==> src/rtl/rv_ctrl_pkg.sv <==
`default_nettype none

package rv_ctrl_pkg;

	localparam int XLEN       = 32;
	localparam int REG_ADDR_W = 5;
	localparam int OPCODE_W   = 7;
	localparam int FUNCT3_W   = 3;
	localparam int FUNCT7_W   = 7;
	localparam int ALU_OP_W   = 4;
	localparam int MUL_OP_W   = 2;

	typedef logic [XLEN-1:0]       xlen_t;
	typedef logic [REG_ADDR_W-1:0] reg_addr_t;   // x0 is never a forwarding source
	typedef logic [OPCODE_W-1:0]   opcode_t;
	typedef logic [FUNCT3_W-1:0]   funct3_t;
	typedef logic [FUNCT7_W-1:0]   funct7_t;
	typedef logic [ALU_OP_W-1:0]   alu_op_t;
	typedef logic [MUL_OP_W-1:0]   mul_op_t;

	// RV32I major opcodes
	localparam opcode_t OP_RTYPE  = 7'b0110011;
	localparam opcode_t OP_ITYPE  = 7'b0010011;
	localparam opcode_t OP_LOAD   = 7'b0000011;
	localparam opcode_t OP_STORE  = 7'b0100011;
	localparam opcode_t OP_BRANCH = 7'b1100011;
	localparam opcode_t OP_JAL    = 7'b1101111;
	localparam opcode_t OP_JALR   = 7'b1100111;
	localparam opcode_t OP_LUI    = 7'b0110111;
	localparam opcode_t OP_AUIPC  = 7'b0010111;

	localparam alu_op_t ALU_PASS_LUI = 4'b1001;   // Pass immediate through the ALU

	// M-extension multiplier operations
	localparam mul_op_t MUL_MUL    = 2'b00;
	localparam mul_op_t MUL_MULH   = 2'b01;
	localparam mul_op_t MUL_MULHSU = 2'b10;
	localparam mul_op_t MUL_MULHU  = 2'b11;

	typedef enum logic [1:0] {
		FWD_REG,   // Register file value
		FWD_EX,    // One stage ahead
		FWD_MEM,
		FWD_WB
	} fwd_sel_t;

	typedef enum logic [1:0] {RES_ALU, RES_MUL, RES_LINK} res_sel_t;

	typedef enum logic [1:0] {PC_NEXT, PC_TARGET, PC_HOLD} pc_sel_t;

	typedef enum logic [1:0] {INS_FETCH, INS_REPEAT, INS_NOP} instr_sel_t;

	typedef enum logic [2:0] {LD_NONE, LD_B, LD_H, LD_W, LD_HU, LD_BU} load_kind_t;

	typedef enum logic [1:0] {ST_NONE, ST_W, ST_H, ST_B} store_kind_t;

endpackage

`default_nettype wire

==> src/rtl/branch_resolve.sv <==
`timescale 1ns/1ps
`default_nettype none

module branch_resolve (
	input  logic                  clk,
	input  logic                  rst,
	input  rv_ctrl_pkg::opcode_t  opcode,
	input  rv_ctrl_pkg::funct3_t  funct3,
	input  rv_ctrl_pkg::xlen_t    rs1_data,
	input  rv_ctrl_pkg::xlen_t    rs2_data,
	output logic                  taken
);

	import rv_ctrl_pkg::*;

	logic cond;

	always_comb begin
		case (funct3[2:1])
			2'b00:   cond = (rs1_data == rs2_data) ^ funct3[0];   // BEQ, BNE
			2'b10:   cond = ($signed(rs1_data) < $signed(rs2_data)) ^ funct3[0];   // BLT, BGE
			2'b11:   cond = (rs1_data < rs2_data) ^ funct3[0];   // BLTU, BGEU
			default: cond = 1'b0;
		endcase
	end

	// Only a branch updates the flag
	always_ff @(posedge clk or posedge rst) begin
		if (rst)
			taken <= 1'b0;
		else if (opcode == OP_BRANCH)
			taken <= cond;
	end

endmodule

`default_nettype wire

==> src/rtl/dest_track.sv <==
`timescale 1ns/1ps
`default_nettype none

module dest_track (
	input  logic                  clk,
	input  logic                  rst,
	input  rv_ctrl_pkg::opcode_t  opcode,
	input  rv_ctrl_pkg::reg_addr_t rd,
	input  logic                  load_use,
	input  logic                  flush,
	output logic                  wb_en,
	output rv_ctrl_pkg::reg_addr_t rd_ex,
	output rv_ctrl_pkg::reg_addr_t rd_mem,
	output rv_ctrl_pkg::reg_addr_t rd_wb,
	output logic                  wb_en_mem,
	output logic                  wb_en_wb
);

	import rv_ctrl_pkg::*;

	logic wb_en_id;

	// Branch and store never write a register; bubbles and flushed slots neither
	assign wb_en_id = !(opcode == OP_BRANCH || opcode == OP_STORE || flush || load_use);

	// Destination index follows its instruction from EX to WB
	always_ff @(posedge clk) begin
		rd_ex  <= rd;
		rd_mem <= rd_ex;
		rd_wb  <= rd_mem;
	end

	always_ff @(posedge clk or posedge rst) begin
		if (rst) begin
			wb_en     <= 1'b0;
			wb_en_mem <= 1'b0;
			wb_en_wb  <= 1'b0;
		end else begin
			wb_en     <= wb_en_id;   // EX copy
			wb_en_mem <= wb_en;
			wb_en_wb  <= wb_en_mem;
		end
	end

	// A branch seen in ID must reach MEM with its write enable cleared
	a_branch_no_wb_mem: assert property (
		@(posedge clk) disable iff (rst)
		$past(opcode == OP_BRANCH, 2) |-> !wb_en_mem
	) else $error("dest_track: write enable reached MEM for a branch");

endmodule

`default_nettype wire

==> src/rtl/hazard_ctrl.sv <==
`timescale 1ns/1ps
`default_nettype none

module hazard_ctrl (
	input  logic                    clk,
	input  logic                    rst,
	input  rv_ctrl_pkg::opcode_t    opcode,
	input  rv_ctrl_pkg::reg_addr_t  rs1,
	input  rv_ctrl_pkg::reg_addr_t  rs2,
	input  rv_ctrl_pkg::reg_addr_t  rd_ex,
	input  rv_ctrl_pkg::reg_addr_t  rd_mem,
	input  rv_ctrl_pkg::reg_addr_t  rd_wb,
	input  logic                    wb_en,
	input  logic                    wb_en_mem,
	input  logic                    wb_en_wb,
	output rv_ctrl_pkg::fwd_sel_t   fwd1_sel,
	output rv_ctrl_pkg::fwd_sel_t   fwd2_sel,
	output rv_ctrl_pkg::opcode_t    opcode_ex,
	output logic                    load_use,
	output logic                    load_use_q
);

	import rv_ctrl_pkg::*;

	// Nearest producer wins
	function automatic fwd_sel_t pick_src(input reg_addr_t src);
		fwd_sel_t sel;
		if (src == rd_ex && rd_ex != '0 && wb_en)
			sel = FWD_EX;
		else if (src == rd_mem && rd_mem != '0 && wb_en_mem)
			sel = FWD_MEM;
		else if (src == rd_wb && rd_wb != '0 && wb_en_wb)
			sel = FWD_WB;
		else
			sel = FWD_REG;
		return sel;
	endfunction

	always_ff @(posedge clk or posedge rst) begin
		if (rst) begin
			fwd1_sel <= FWD_REG;
			fwd2_sel <= FWD_REG;
		end else begin
			fwd1_sel <= pick_src(rs1);
			fwd2_sel <= pick_src(rs2);
		end
	end

	// Load in EX feeding the instruction in ID
	assign load_use = (opcode_ex == OP_LOAD) && (rd_ex != '0)
		&& ((rd_ex == rs1) || (rd_ex == rs2));

	always_ff @(posedge clk or posedge rst) begin
		if (rst) begin
			opcode_ex  <= '0;
			load_use_q <= 1'b0;
		end else begin
			opcode_ex  <= load_use ? '0 : opcode;   // Bubble into EX
			load_use_q <= load_use;
		end
	end

	// The bubble clears opcode_ex, so a stall never repeats
	a_no_double_stall: assert property (
		@(posedge clk) disable iff (rst)
		load_use |=> !load_use
	) else $error("hazard_ctrl: load-use held for two cycles");

endmodule

`default_nettype wire

==> src/rtl/op_decode.sv <==
`timescale 1ns/1ps
`default_nettype none

module op_decode (
	input  logic                      clk,
	input  logic                      rst,
	input  rv_ctrl_pkg::opcode_t      opcode,
	input  rv_ctrl_pkg::funct3_t      funct3,
	input  rv_ctrl_pkg::funct7_t      funct7,
	input  logic                      load_use,
	output rv_ctrl_pkg::alu_op_t      alu_op,
	output rv_ctrl_pkg::mul_op_t      mul_op,
	output rv_ctrl_pkg::res_sel_t     res_sel,
	output logic                      src1_pc,
	output logic                      src2_imm,
	output rv_ctrl_pkg::load_kind_t   load_kind,
	output rv_ctrl_pkg::store_kind_t  store_kind,
	output logic                      dm_web
);

	import rv_ctrl_pkg::*;

	logic is_mext;
	logic is_shift;

	assign is_mext  = (opcode == OP_RTYPE) && funct7[0];
	assign is_shift = (funct3 == 3'b001) || (funct3 == 3'b101);   // SLLI, SRLI, SRAI

	always_ff @(posedge clk or posedge rst) begin
		if (rst) begin
			alu_op   <= '0;
			res_sel  <= RES_ALU;
			src1_pc  <= 1'b0;
			src2_imm <= 1'b0;
			dm_web   <= 1'b1;   // Read
		end else begin
			case (opcode)
				OP_RTYPE: alu_op <= {funct7[5], funct3};
				OP_ITYPE: alu_op <= is_shift ? {funct7[5], funct3} : {1'b0, funct3};
				OP_LUI:   alu_op <= ALU_PASS_LUI;
				default:  alu_op <= '0;
			endcase

			if (is_mext)
				res_sel <= RES_MUL;
			else if (opcode == OP_JAL || opcode == OP_JALR)
				res_sel <= RES_LINK;   // rd gets pc + 4
			else
				res_sel <= RES_ALU;

			src1_pc  <= (opcode == OP_BRANCH) || (opcode == OP_AUIPC) || (opcode == OP_JAL);
			src2_imm <= (opcode != OP_RTYPE);
			dm_web   <= !((opcode == OP_STORE) && !load_use);
		end
	end

	// Holds its last value outside M-extension ops
	always_ff @(posedge clk or posedge rst) begin
		if (rst) begin
			mul_op <= MUL_MUL;
		end else if (is_mext) begin
			case (funct3[1:0])
				2'b00:   mul_op <= MUL_MUL;
				2'b01:   mul_op <= MUL_MULH;
				2'b10:   mul_op <= MUL_MULHSU;
				default: mul_op <= MUL_MULHU;
			endcase
		end
	end

	always_ff @(posedge clk or posedge rst) begin
		if (rst) begin
			load_kind  <= LD_NONE;
			store_kind <= ST_NONE;
		end else begin
			load_kind  <= LD_NONE;
			store_kind <= ST_NONE;
			if (opcode == OP_LOAD) begin
				case (funct3)
					3'b000:  load_kind <= LD_B;
					3'b001:  load_kind <= LD_H;
					3'b010:  load_kind <= LD_W;
					3'b100:  load_kind <= LD_BU;
					3'b101:  load_kind <= LD_HU;
					default: load_kind <= LD_NONE;
				endcase
			end
			if (opcode == OP_STORE) begin
				case (funct3)
					3'b010:  store_kind <= ST_W;
					3'b001:  store_kind <= ST_H;
					3'b000:  store_kind <= ST_B;
					default: store_kind <= ST_NONE;
				endcase
			end
		end
	end

	a_ld_st_exclusive: assert property (
		@(posedge clk) disable iff (rst)
		!((load_kind != LD_NONE) && (store_kind != ST_NONE))
	) else $error("op_decode: load and store active together");

endmodule

`default_nettype wire

==> src/rtl/redirect_ctrl.sv <==
`timescale 1ns/1ps
`default_nettype none

module redirect_ctrl (
	input  rv_ctrl_pkg::opcode_t     opcode_ex,
	input  logic                     taken,
	input  logic                     load_use,
	input  logic                     load_use_q,
	output rv_ctrl_pkg::pc_sel_t     pc_sel,
	output rv_ctrl_pkg::instr_sel_t  instr_sel,
	output logic                     flush
);

	import rv_ctrl_pkg::*;

	always_comb begin
		case (opcode_ex)
			OP_JAL, OP_JALR: pc_sel = PC_TARGET;
			OP_BRANCH:       pc_sel = taken ? PC_TARGET : PC_NEXT;
			default:         pc_sel = load_use ? PC_HOLD : PC_NEXT;
		endcase
	end

	assign flush = (pc_sel == PC_TARGET);

	always_comb begin
		if (flush)
			instr_sel = INS_NOP;   // Drop the wrong-path fetch
		else if (load_use_q)
			instr_sel = INS_REPEAT;   // Reissue the stalled instruction
		else
			instr_sel = INS_FETCH;
	end

	// A redirect and a load-use stall come from different EX opcodes
	always_comb begin
		a_target_hold_excl: assert (!(flush && load_use))
			else $error("redirect_ctrl: redirect and stall in one cycle");
	end

endmodule

`default_nettype wire

==> src/rtl/rv_ctrl_top.sv <==
`timescale 1ns/1ps
`default_nettype none

module rv_ctrl_top (
	input  logic                      clk,
	input  logic                      rst,
	input  rv_ctrl_pkg::xlen_t        instr,
	input  rv_ctrl_pkg::xlen_t        rs1_data,
	input  rv_ctrl_pkg::xlen_t        rs2_data,
	output rv_ctrl_pkg::alu_op_t      alu_op,
	output rv_ctrl_pkg::mul_op_t      mul_op,
	output rv_ctrl_pkg::res_sel_t     res_sel,
	output rv_ctrl_pkg::fwd_sel_t     fwd1_sel,
	output rv_ctrl_pkg::fwd_sel_t     fwd2_sel,
	output logic                      src1_pc,
	output logic                      src2_imm,
	output rv_ctrl_pkg::load_kind_t   load_kind,
	output rv_ctrl_pkg::store_kind_t  store_kind,
	output logic                      dm_web,
	output logic                      wb_en,
	output rv_ctrl_pkg::pc_sel_t      pc_sel,
	output rv_ctrl_pkg::instr_sel_t   instr_sel
);

	import rv_ctrl_pkg::*;

	opcode_t   opcode;
	funct3_t   funct3;
	funct7_t   funct7;
	reg_addr_t rs1;
	reg_addr_t rs2;
	reg_addr_t rd;

	reg_addr_t rd_ex;
	reg_addr_t rd_mem;
	reg_addr_t rd_wb;
	logic      wb_en_mem;
	logic      wb_en_wb;
	opcode_t   opcode_ex;
	logic      load_use;
	logic      load_use_q;
	logic      taken;
	logic      flush;

	// Standard RV32 field positions
	assign opcode = instr[6:0];
	assign rd     = instr[11:7];
	assign funct3 = instr[14:12];
	assign rs1    = instr[19:15];
	assign rs2    = instr[24:20];
	assign funct7 = instr[31:25];

	dest_track u_dest_track (
		.clk(clk), .rst(rst), .opcode(opcode), .rd(rd), .load_use(load_use), .flush(flush),
		.wb_en(wb_en), .rd_ex(rd_ex), .rd_mem(rd_mem), .rd_wb(rd_wb),
		.wb_en_mem(wb_en_mem), .wb_en_wb(wb_en_wb)
	);

	op_decode u_op_decode (
		.clk(clk), .rst(rst), .opcode(opcode), .funct3(funct3), .funct7(funct7),
		.load_use(load_use), .alu_op(alu_op), .mul_op(mul_op), .res_sel(res_sel),
		.src1_pc(src1_pc), .src2_imm(src2_imm), .load_kind(load_kind),
		.store_kind(store_kind), .dm_web(dm_web)
	);

	hazard_ctrl u_hazard_ctrl (
		.clk(clk), .rst(rst), .opcode(opcode), .rs1(rs1), .rs2(rs2),
		.rd_ex(rd_ex), .rd_mem(rd_mem), .rd_wb(rd_wb),
		.wb_en(wb_en), .wb_en_mem(wb_en_mem), .wb_en_wb(wb_en_wb),
		.fwd1_sel(fwd1_sel), .fwd2_sel(fwd2_sel), .opcode_ex(opcode_ex),
		.load_use(load_use), .load_use_q(load_use_q)
	);

	branch_resolve u_branch_resolve (
		.clk(clk), .rst(rst), .opcode(opcode), .funct3(funct3),
		.rs1_data(rs1_data), .rs2_data(rs2_data), .taken(taken)
	);

	redirect_ctrl u_redirect_ctrl (
		.opcode_ex(opcode_ex), .taken(taken), .load_use(load_use), .load_use_q(load_use_q),
		.pc_sel(pc_sel), .instr_sel(instr_sel), .flush(flush)
	);

endmodule

`default_nettype wire

==> config.mk <==
export PLATFORM = sky130hd
export DESIGN_NAME = rv_ctrl_top
export DESIGN_NICKNAME = d
export VERILOG_FILES = /design/src/rtl/rv_ctrl_pkg.sv /design/src/rtl/branch_resolve.sv /design/src/rtl/dest_track.sv /design/src/rtl/hazard_ctrl.sv /design/src/rtl/op_decode.sv /design/src/rtl/redirect_ctrl.sv /design/src/rtl/rv_ctrl_top.sv
export SDC_FILE = /design/constraint.sdc
export NUM_CORES = 1
export LEC_CHECK = 0
export BUFFER_PORTS_ARGS = -buffer_cell sky130_fd_sc_hd__buf_2
export CORE_MARGIN = 2
export CORE_UTILIZATION = 48
export CTS_CLUSTER_DIAMETER = 60
export DETAILED_ROUTE_END_ITERATION = 8
export PLACE_DENSITY = 0.86
export SKIP_LAST_GASP = 1
export SLEW_MARGIN = 25
export SYNTH_ARGS = -nofsm -noshare
export SYNTH_HDL_FRONTEND = slang
export SYNTH_SLANG_ARGS = --single-unit
==> constraint.sdc <==
create_clock -name clk -period 1.95 [get_ports clk]
set_clock_uncertainty 0.05 [all_clocks]
set_input_delay 0.39 -clock clk [delete_from_list [all_inputs] [get_ports clk]]
set_output_delay 0.39 -clock clk [all_outputs]
set_load 0.05 [all_outputs]
==> results by group, run 1 <==
Status
  – Status: complete, no violations

Worst setup path
  – Data required, critical path: 1.51 ns
  – Critical path launch point: u_dest_track.rd_ex[4]
  – WS Path Type: flip-flop to output pin
  – Reg2Reg Depth: 4
  – Crit Reg-Reg Startpoint: u_dest_track.rd_mem[1]
  – R2R Path End: u_hazard_ctrl.fwd2_sel[0]
  – Reg-to-reg setup timing slack: 0.31 ns
  – Setup crit end kind: output pin
  – Arrival time worst endpoint: 1.49 ns
  – CP startpoint kind: flip-flop
  – Max Fanout on Critical Path: 4

STA
  – Slew Limit Headroom: 66.2%
  – Final Hold Viols: 0
  – Peak Freq: 518 MHz
  – Slew @ Worst Pin: 0.503 ns
  – Hold WS: 0.111 ns
  – RSZ-0062 raised after global routing: yes
  – Min Tclk post-route: 1.93 ns
  – Final Max Slew Viols: 0
  – Final setup fails: 0
  – Worst setup margin: 0.0196 ns
  – Final period utilization: 99.0%

Pwr
  – Peak VDD IR: 0.375 mV
  – LEAKAGE: 1.96 nW
  – Power Density: 617 nW/um^2

CTS
  – CTS tree: yes
  – CTS Sinks: 47
  – Max Root-Sink Buffers: 2
  – Hold_buf cts: 0
  – Clk root buf: clkbuf_8
  – Clock Latency Late Sink: 0.29 ns
  – H-tree Lvls: 2
  – CTS Buf Count: 5
  – Reg clk slew, reported paths: 0.08 ns
  – # Post-CTS Setup Buffers: 0

Run
  – Maximum capacitance violations: 0

Route
  – Drt pass-1 iters: 4
  – Drt wl/cell: 13.4 um
  – Vias/cell: 5.18
  – Routed vias: 2,569
  – Initial DRC count: 74
  – DR DRC count: 0
  – WL final: 6.64 mm
  – Antenna-violating nets left: 0

Floorplanning
  – Core footprint: 5540 um^2
  – Die area: 6430 um^2
  – Top Ports: 123
  – Core Rows: 27
  – Chip height: 80.2 um
  – Die width: 80.2 um
  – Initial Utilization: 50.3%

Placement
  – Pre-CTS setup slack: -0.372 ns
  – # port buffers: 117
  – HPWL after detailed placement: 5.50 mm
  – RePlAce Congestion: 0.820

Global route
  – Vias in the first global route: 2,718
  – Total grt overflow: 0
  – Initial antenna violation count: 0
  – Pin count of the biggest net entering global routing: 33
  – Global-route wire length before repair: 11.1 mm
  – Tot GR Track Use: 21.8%

Logic synthesis
  – Post-synthesis sequential area ratio: 39.6%
  – Syn Inst Count: 292
  – Syn avg cell area: 9.54 um^2
  – Post-synth EDFFs: 0
  – Synthesized Nets: 422
  – Yosys cell types: 45
  – Post-synth top flop: dfrtp_1
  – #FFs+latches synth: 47
  – Netlist Area Pre-Place: 2790 um^2
  – Asr flop ratio synth: 68.1%
  – Synth warnings: 0

Cells and area
  – Synthesis-to-finish area growth: 34.1%
  – Share of cells above drive strength 1: 37.0%
  – Diodes inserted: 0
  – Layout fillers: 455
  – Nets: 553

Min path
  – Hold Path Class: input port to asynchronous set/reset pin
-- worst max-delay path by stage --
stage,end,slack [ns],cells after the start
final,pc_sel[1],0.02,5
after global routing,u_branch_resolve.taken,-0.05,10
after floorplan,u_branch_resolve.taken,-0.03,9
after global placement,u_branch_resolve.taken,-0.27,9
after detailed placement,u_branch_resolve.taken,-0.37,9
after CTS,pc_sel[1],-0.02,5
-- layout make-up --
type	count	area, um^2	area share, %
Sequential cell	47	1110	29.7
Inverter	35	131	3.52
Clock buffer	7	97.6	2.61
Clock inverter	1	30.0	0.804
Timing Repair Buffer	131	702	18.8
Multi-Input combinational cell	203	1580	42.2
Tap cell	72	90.1	2.41
-- cells in the final DEF (no fill, tap or decap), types with 3 or more instances in the layout --
cell type	n
a211oi_1	3
buf_2	114
nand3_1	11
nor2_1	13
dfrtp_1	31
nand4_1	5
nor3_1	8
a21oi_2	4
dfxtp_1	12
o21ai_1	6
xnor2_1	16
xor2_1	16
or4_1	4
and2_1	3
nor2b_1	9
buf_4	15
inv_1	35
clkbuf_8	5
a21oi_1	17
nand2_1	18
nor4_1	6
ha_1	30
-- report_power, final --
| group | internal [mW] | total (mW) | switching [mW] | leakage [nW] |
|---|---|---|---|---|
| registers | 1.01 | 1.04 | 0.0304 | 0.531 |
| logic | 0.232 | 0.499 | 0.268 | 1.36 |
| clock network | 0.461 | 0.765 | 0.304 | 0.0636 |
-- worst max-delay path, stage by stage (launching register included) --
cell and delay [ns]:
dfxtp_4 0.36, xor2_1 0.14, nor3_1 0.20, nand3_1 0.14, a21oi_2 0.20, buf_6 0.18
-- cell families after synthesis --
family,Yosys count,share of synthesized area (%)
and+or+nand+nor,89,17.3
AOI/OAI and AO/OA,47,11.3
DFF,47,39.6
buffers and inverters,42,6.24
xor gates and xnor gates,32,10.1
adders and majority gates,32,14.4
muxes,3,1.17
-- timing repair --
item	in CTS	in global routing
cloned	0	0
gates resized for setup	6	10
endpoints found under the hold margin	0	0
endpoints found under the setup margin	3	3
pin swaps	5	7
-- state kept, by name (all words and copies together) (netlist names), 2 cells and up --
name                     count
u_hazard_ctrl.opcode_ex      7
u_dest_track.rd_ex           5
u_dest_track.rd_mem          5
u_dest_track.rd_wb           5
u_op_decode.alu_op           4
u_op_decode.load_kind        3
u_hazard_ctrl.fwd1_sel       2
u_hazard_ctrl.fwd2_sel       2
u_op_decode.mul_op           2
u_op_decode.res_sel          2
u_op_decode.store_kind       2
-- Yosys cell counts, types with 2 or more instances --
cell type	instances	area, um^2
and2_1	3	18.8
dfxtp_1	15	300
nor2_1	14	52.6
a21oi_1	20	100
ha_1	32	400
a211oi_1	3	22.5
nand2b_1	2	12.5
or4_1	4	30.0
o21a_1	2	15.0
dfrtp_1	31	776
and4b_1	2	20.0
o2111a_1	2	22.5
nor4_1	6	37.5
nor3_1	9	45.0
or3_1	2	12.5
nand3_1	11	55.1
inv_1	35	131
xnor2_1	16	140
nand4_1	5	31.3
clkbuf_1	3	11.3
xor2_1	16	140
o21ai_1	5	25.0
o211ai_1	2	15.0
a41o_1	2	20.0
o221ai_1	2	17.5
mux2_1	2	22.5
buf_4	2	15.0
nor2b_1	10	62.6
nand2_1	18	67.6
-- stage by stage --
stage	cells	total power, mW	setup TNS (ns)	util [%]	area, um^2
after floorplan	292	1.35	-0.0341	-	2810
after global placement	488	1.52	-0.273	64.0	3540
after detailed placement	488	1.54	-0.372	64.0	3540
after CTS	496	2.32	-0.0172	66.7	3700
after global routing	496	2.43	-0.105	67.4	3730
final	496	2.30	0	67.4	3730
-- metal layers --
metal  vias up  global-route usage, %  wire [um]
met1      1175                   21.4       2450
met5         -                      0          0
met2       100                   43.5       3640
li1       1278                      -          -
met4         0                   8.81        144
met3        16                   4.49        405
(Power assumes the default switching activity.)
==> run 2, diff against run 1 <==
ABC_AREA = 1   (was unset)
PLACE_DENSITY = 0.85   (was 0.86)
==> run 2 against run 1 <==
The flow now finishes with violations (setup timing); register-to-register slack worse by 0.24 ns; global-route usage is 0.71 points higher; non-clock buffer count is 5 higher; final area is 3.7% higher; flip-flop and latch count stayed put; highest routed layer unchanged.
==> results by group, run 2 <==
Status
  – Status: complete, but fails checks
  – Failing checks: setup timing

CTS
  – CTS Buf Count: 5
  – H-tree Lvls: 2
  – Clock Latency Late Sink: 0.30 ns
  – Max Root-Sink Buffers: 2
  – CTS Sinks: 47
  – Reg clk slew, reported paths: 0.09 ns
  – CTS tree: yes
  – Clk root buf: clkbuf_8

Logic synthesis
  – Post-synthesis sequential area ratio: 38.1%
  – Synth warnings: 0
  – Synth cell count leaders: inv_1, nand2_1, nor2_1, ha_1, dfrtp_1
  – Asr flop ratio synth: 68.1%
  – Area contributors post-synth: dfrtp_1, ha_1, dfxtp_1
  – Post-synth top area cell: dfrtp_1
  – Synthesized Nets: 495
  – Syn avg cell area: 7.92 um^2
  – Top-count cell post-synth: inv_1
  – Post-synth top flop: dfrtp_1
  – Post-synth EDFFs: 0
  – #FFs+latches synth: 47
  – Syn Inst Count: 365
  – Post-synth top area share: 26.8%
  – Yosys cell types: 37
  – Netlist Area Pre-Place: 2890 um^2

Route
  – Antenna-violating nets left: 0
  – Vias/cell: 4.87
  – DR DRC count: 0
  – Drt pass-1 iters: 4
  – Drt wl/cell: 12.1 um
  – Routed vias: 2,842
  – Initial DRC count: 101
  – WL final: 7.06 mm

Worst setup path
  – Worst path buffer plus inverter count: 3
  – Max Fanout on Critical Path: 4
  – Critical path launch point: u_dest_track.rd_ex[3]
  – Setup crit end kind: output pin
  – WP depth: 8
  – Cell family with the largest share of critical-path delay: compound AO/OA/AOI/OAI gates
  – CP cell instances: inv_4, nand2_2, a221oi_2, o2111ai_2, nand2_1, nand2_2, inv_2, buf_8
  – Data required, critical path: 1.51 ns
  – CP max stage delay: 0.37 ns
  – CP startpoint kind: flip-flop
  – R2R Path End: u_dest_track.wb_en
  – WS Path Type: flip-flop to output pin
  – Slowest-stage cell, CP: dfxtp_4
  – Crit Reg-Reg Startpoint: u_dest_track.rd_ex[3]
  – Reg-to-reg setup timing slack: 0.07 ns
  – Most Frequent Cell on Critical Path: nand2_2
  – Reg2Reg Depth: 12
  – Arrival time worst endpoint: 1.60 ns

Placement
  – Pre-CTS setup slack: -0.0740 ns
  – Placed cell count: 567
  – RePlAce Congestion: 0.911
  – # port buffers: 117
  – HPWL after detailed placement: 5.87 mm

Cells and area
  – Layout fillers: 504
  – Final cell count without fillers: 583
  – Diodes inserted: 0
  – Commonest non-fill, non-tap cell in the layout: buf_2
  – Synthesis-to-finish area growth: 33.9%
  – Nets: 637
  – Core Util, Final: 65.8%
  – Max reg flops: 7
  – Commonest cells after routing, fill and taps aside: buf_2, inv_1, nand2_1
  – Share of cells above drive strength 1: 34.8%
  – Largest Register: u_hazard_ctrl.opcode_ex

Min path
  – Hold Path Class: input port to asynchronous set/reset pin

Global route
  – Total grt overflow: 0
  – Tot GR Track Use: 22.5%
  – Global-route wire length before repair: 11.6 mm
  – Initial antenna violation count: 0
  – Vias in the first global route: 2,807
  – Pin count of the biggest net entering global routing: 33

STA
  – Final Hold Viols: 0
  – Slew Limit Headroom: 65.8%
  – Min Tclk post-route: 2.04 ns
  – Final setup fails: 1
  – Final Max Slew Viols: 0
  – Worst setup margin: -0.0901 ns
  – Final TNS setup: -0.0901 ns
  – Peak Freq: 490 MHz
  – Slew @ Worst Pin: 0.509 ns
  – Final period utilization: 105%
  – RSZ-0062 raised after global routing: yes

Floorplanning
  – Chip height: 81.6 um
  – Core footprint: 5890 um^2
  – Core Rows: 28
  – Initial Utilization: 49.1%
  – Die area: 6660 um^2
  – Top Ports: 123
  – Die width: 81.6 um

Pwr
  – Peak VDD IR: 0.411 mV
  – LEAKAGE: 2.24 nW
  – Power Density: 547 nW/um^2

Run
  – Maximum capacitance violations: 0
-- run 2: worst max-delay path by stage --
stage	slack (ns)	end
floorplan	0.009	instr_sel[0]
global placement	-0.01	pc_sel[1]
detailed placement	-0.07	pc_sel[1]
CTS	-0.11	pc_sel[1]
global route	-0.20	pc_sel[1]
finish	-0.09	pc_sel[1]
-- run 2: cell families (layout without fill, tap and decap cells) --
group / Yosys count / count (layout) / share of synthesized area, %
flops: 47 / 47 / 38.1
simple gates: 142 / 142 / 21.3
fa+ha+maj: 32 / 32 / 13.9
buf+inv: 79 / 222 / 10.4
compound gates: 50 / 50 / 11.8
xor+xnor: 15 / 15 / 4.55
-- run 2: cell type report --
type / instances / area, um^2 / share of cell area (%)
Tap cell: 75 / 93.8 / 2.42
Clock inverter: 3 / 22.5 / 0.582
Sequential cell: 47 / 1110 / 28.6
Multi-Input combinational cell: 239 / 1530 / 39.4
Timing Repair Buffer: 136 / 749 / 19.4
Clock buffer: 5 / 68.8 / 1.78
Inverter: 78 / 303 / 7.82
-- run 2: worst reg2reg max path, cell delays in order (launching register included) --
cell	delay [ns]
dfxtp_4	0.37
inv_4	0.06
nand2_2	0.05
a221oi_2	0.24
o2111ai_2	0.18
nand2_1	0.13
nand2_2	0.07
buf_4	0.13
buf_4	0.12
buf_4	0.12
buf_4	0.14
inv_8	0.07
a211oi_2	0.04
-- run 2: layer usage --
| metal | wire [um] | vias to the layer above | GRT usage [%] |
|---|---|---|---|
| met5 | 0 | - | 0 |
| met4 | 243 | 0 | 10.7 |
| met3 | 350 | 26 | 5.27 |
| met2 | 3470 | 93 | 37.9 |
| met1 | 3010 | 1278 | 27.3 |
| li1 | - | 1445 | - |
-- run 2: report_power, final --
group | internal (mW) | total, mW | switching [mW]
sequential | 1.01 | 1.04 | 0.0315
combinational | 0.217 | 0.490 | 0.274
clock | 0.257 | 0.589 | 0.332
-- run 2: timing repair --
item | CTS | global route
resized for setup | 10 | 17
buffers inserted | 7 | 1
pin swaps | 4 | 6
hold buffers | 0 | 0
endpoints found under the setup margin | 2 | 13
endpoints found under the hold margin | 0 | 0
-- run 2: per-stage QoR --
stage | instance area [um^2] | hold WS (ns) | power (mW)
final | 3870 | 0.102 | 2.12
after global routing | 3870 | 0.113 | 2.26
after CTS | 3820 | 0.101 | 2.14
after detailed placement | 3650 | 0.333 | 1.54
after global placement | 3650 | 0.327 | 1.52
after floorplan | 2890 | 0.312 | 1.34
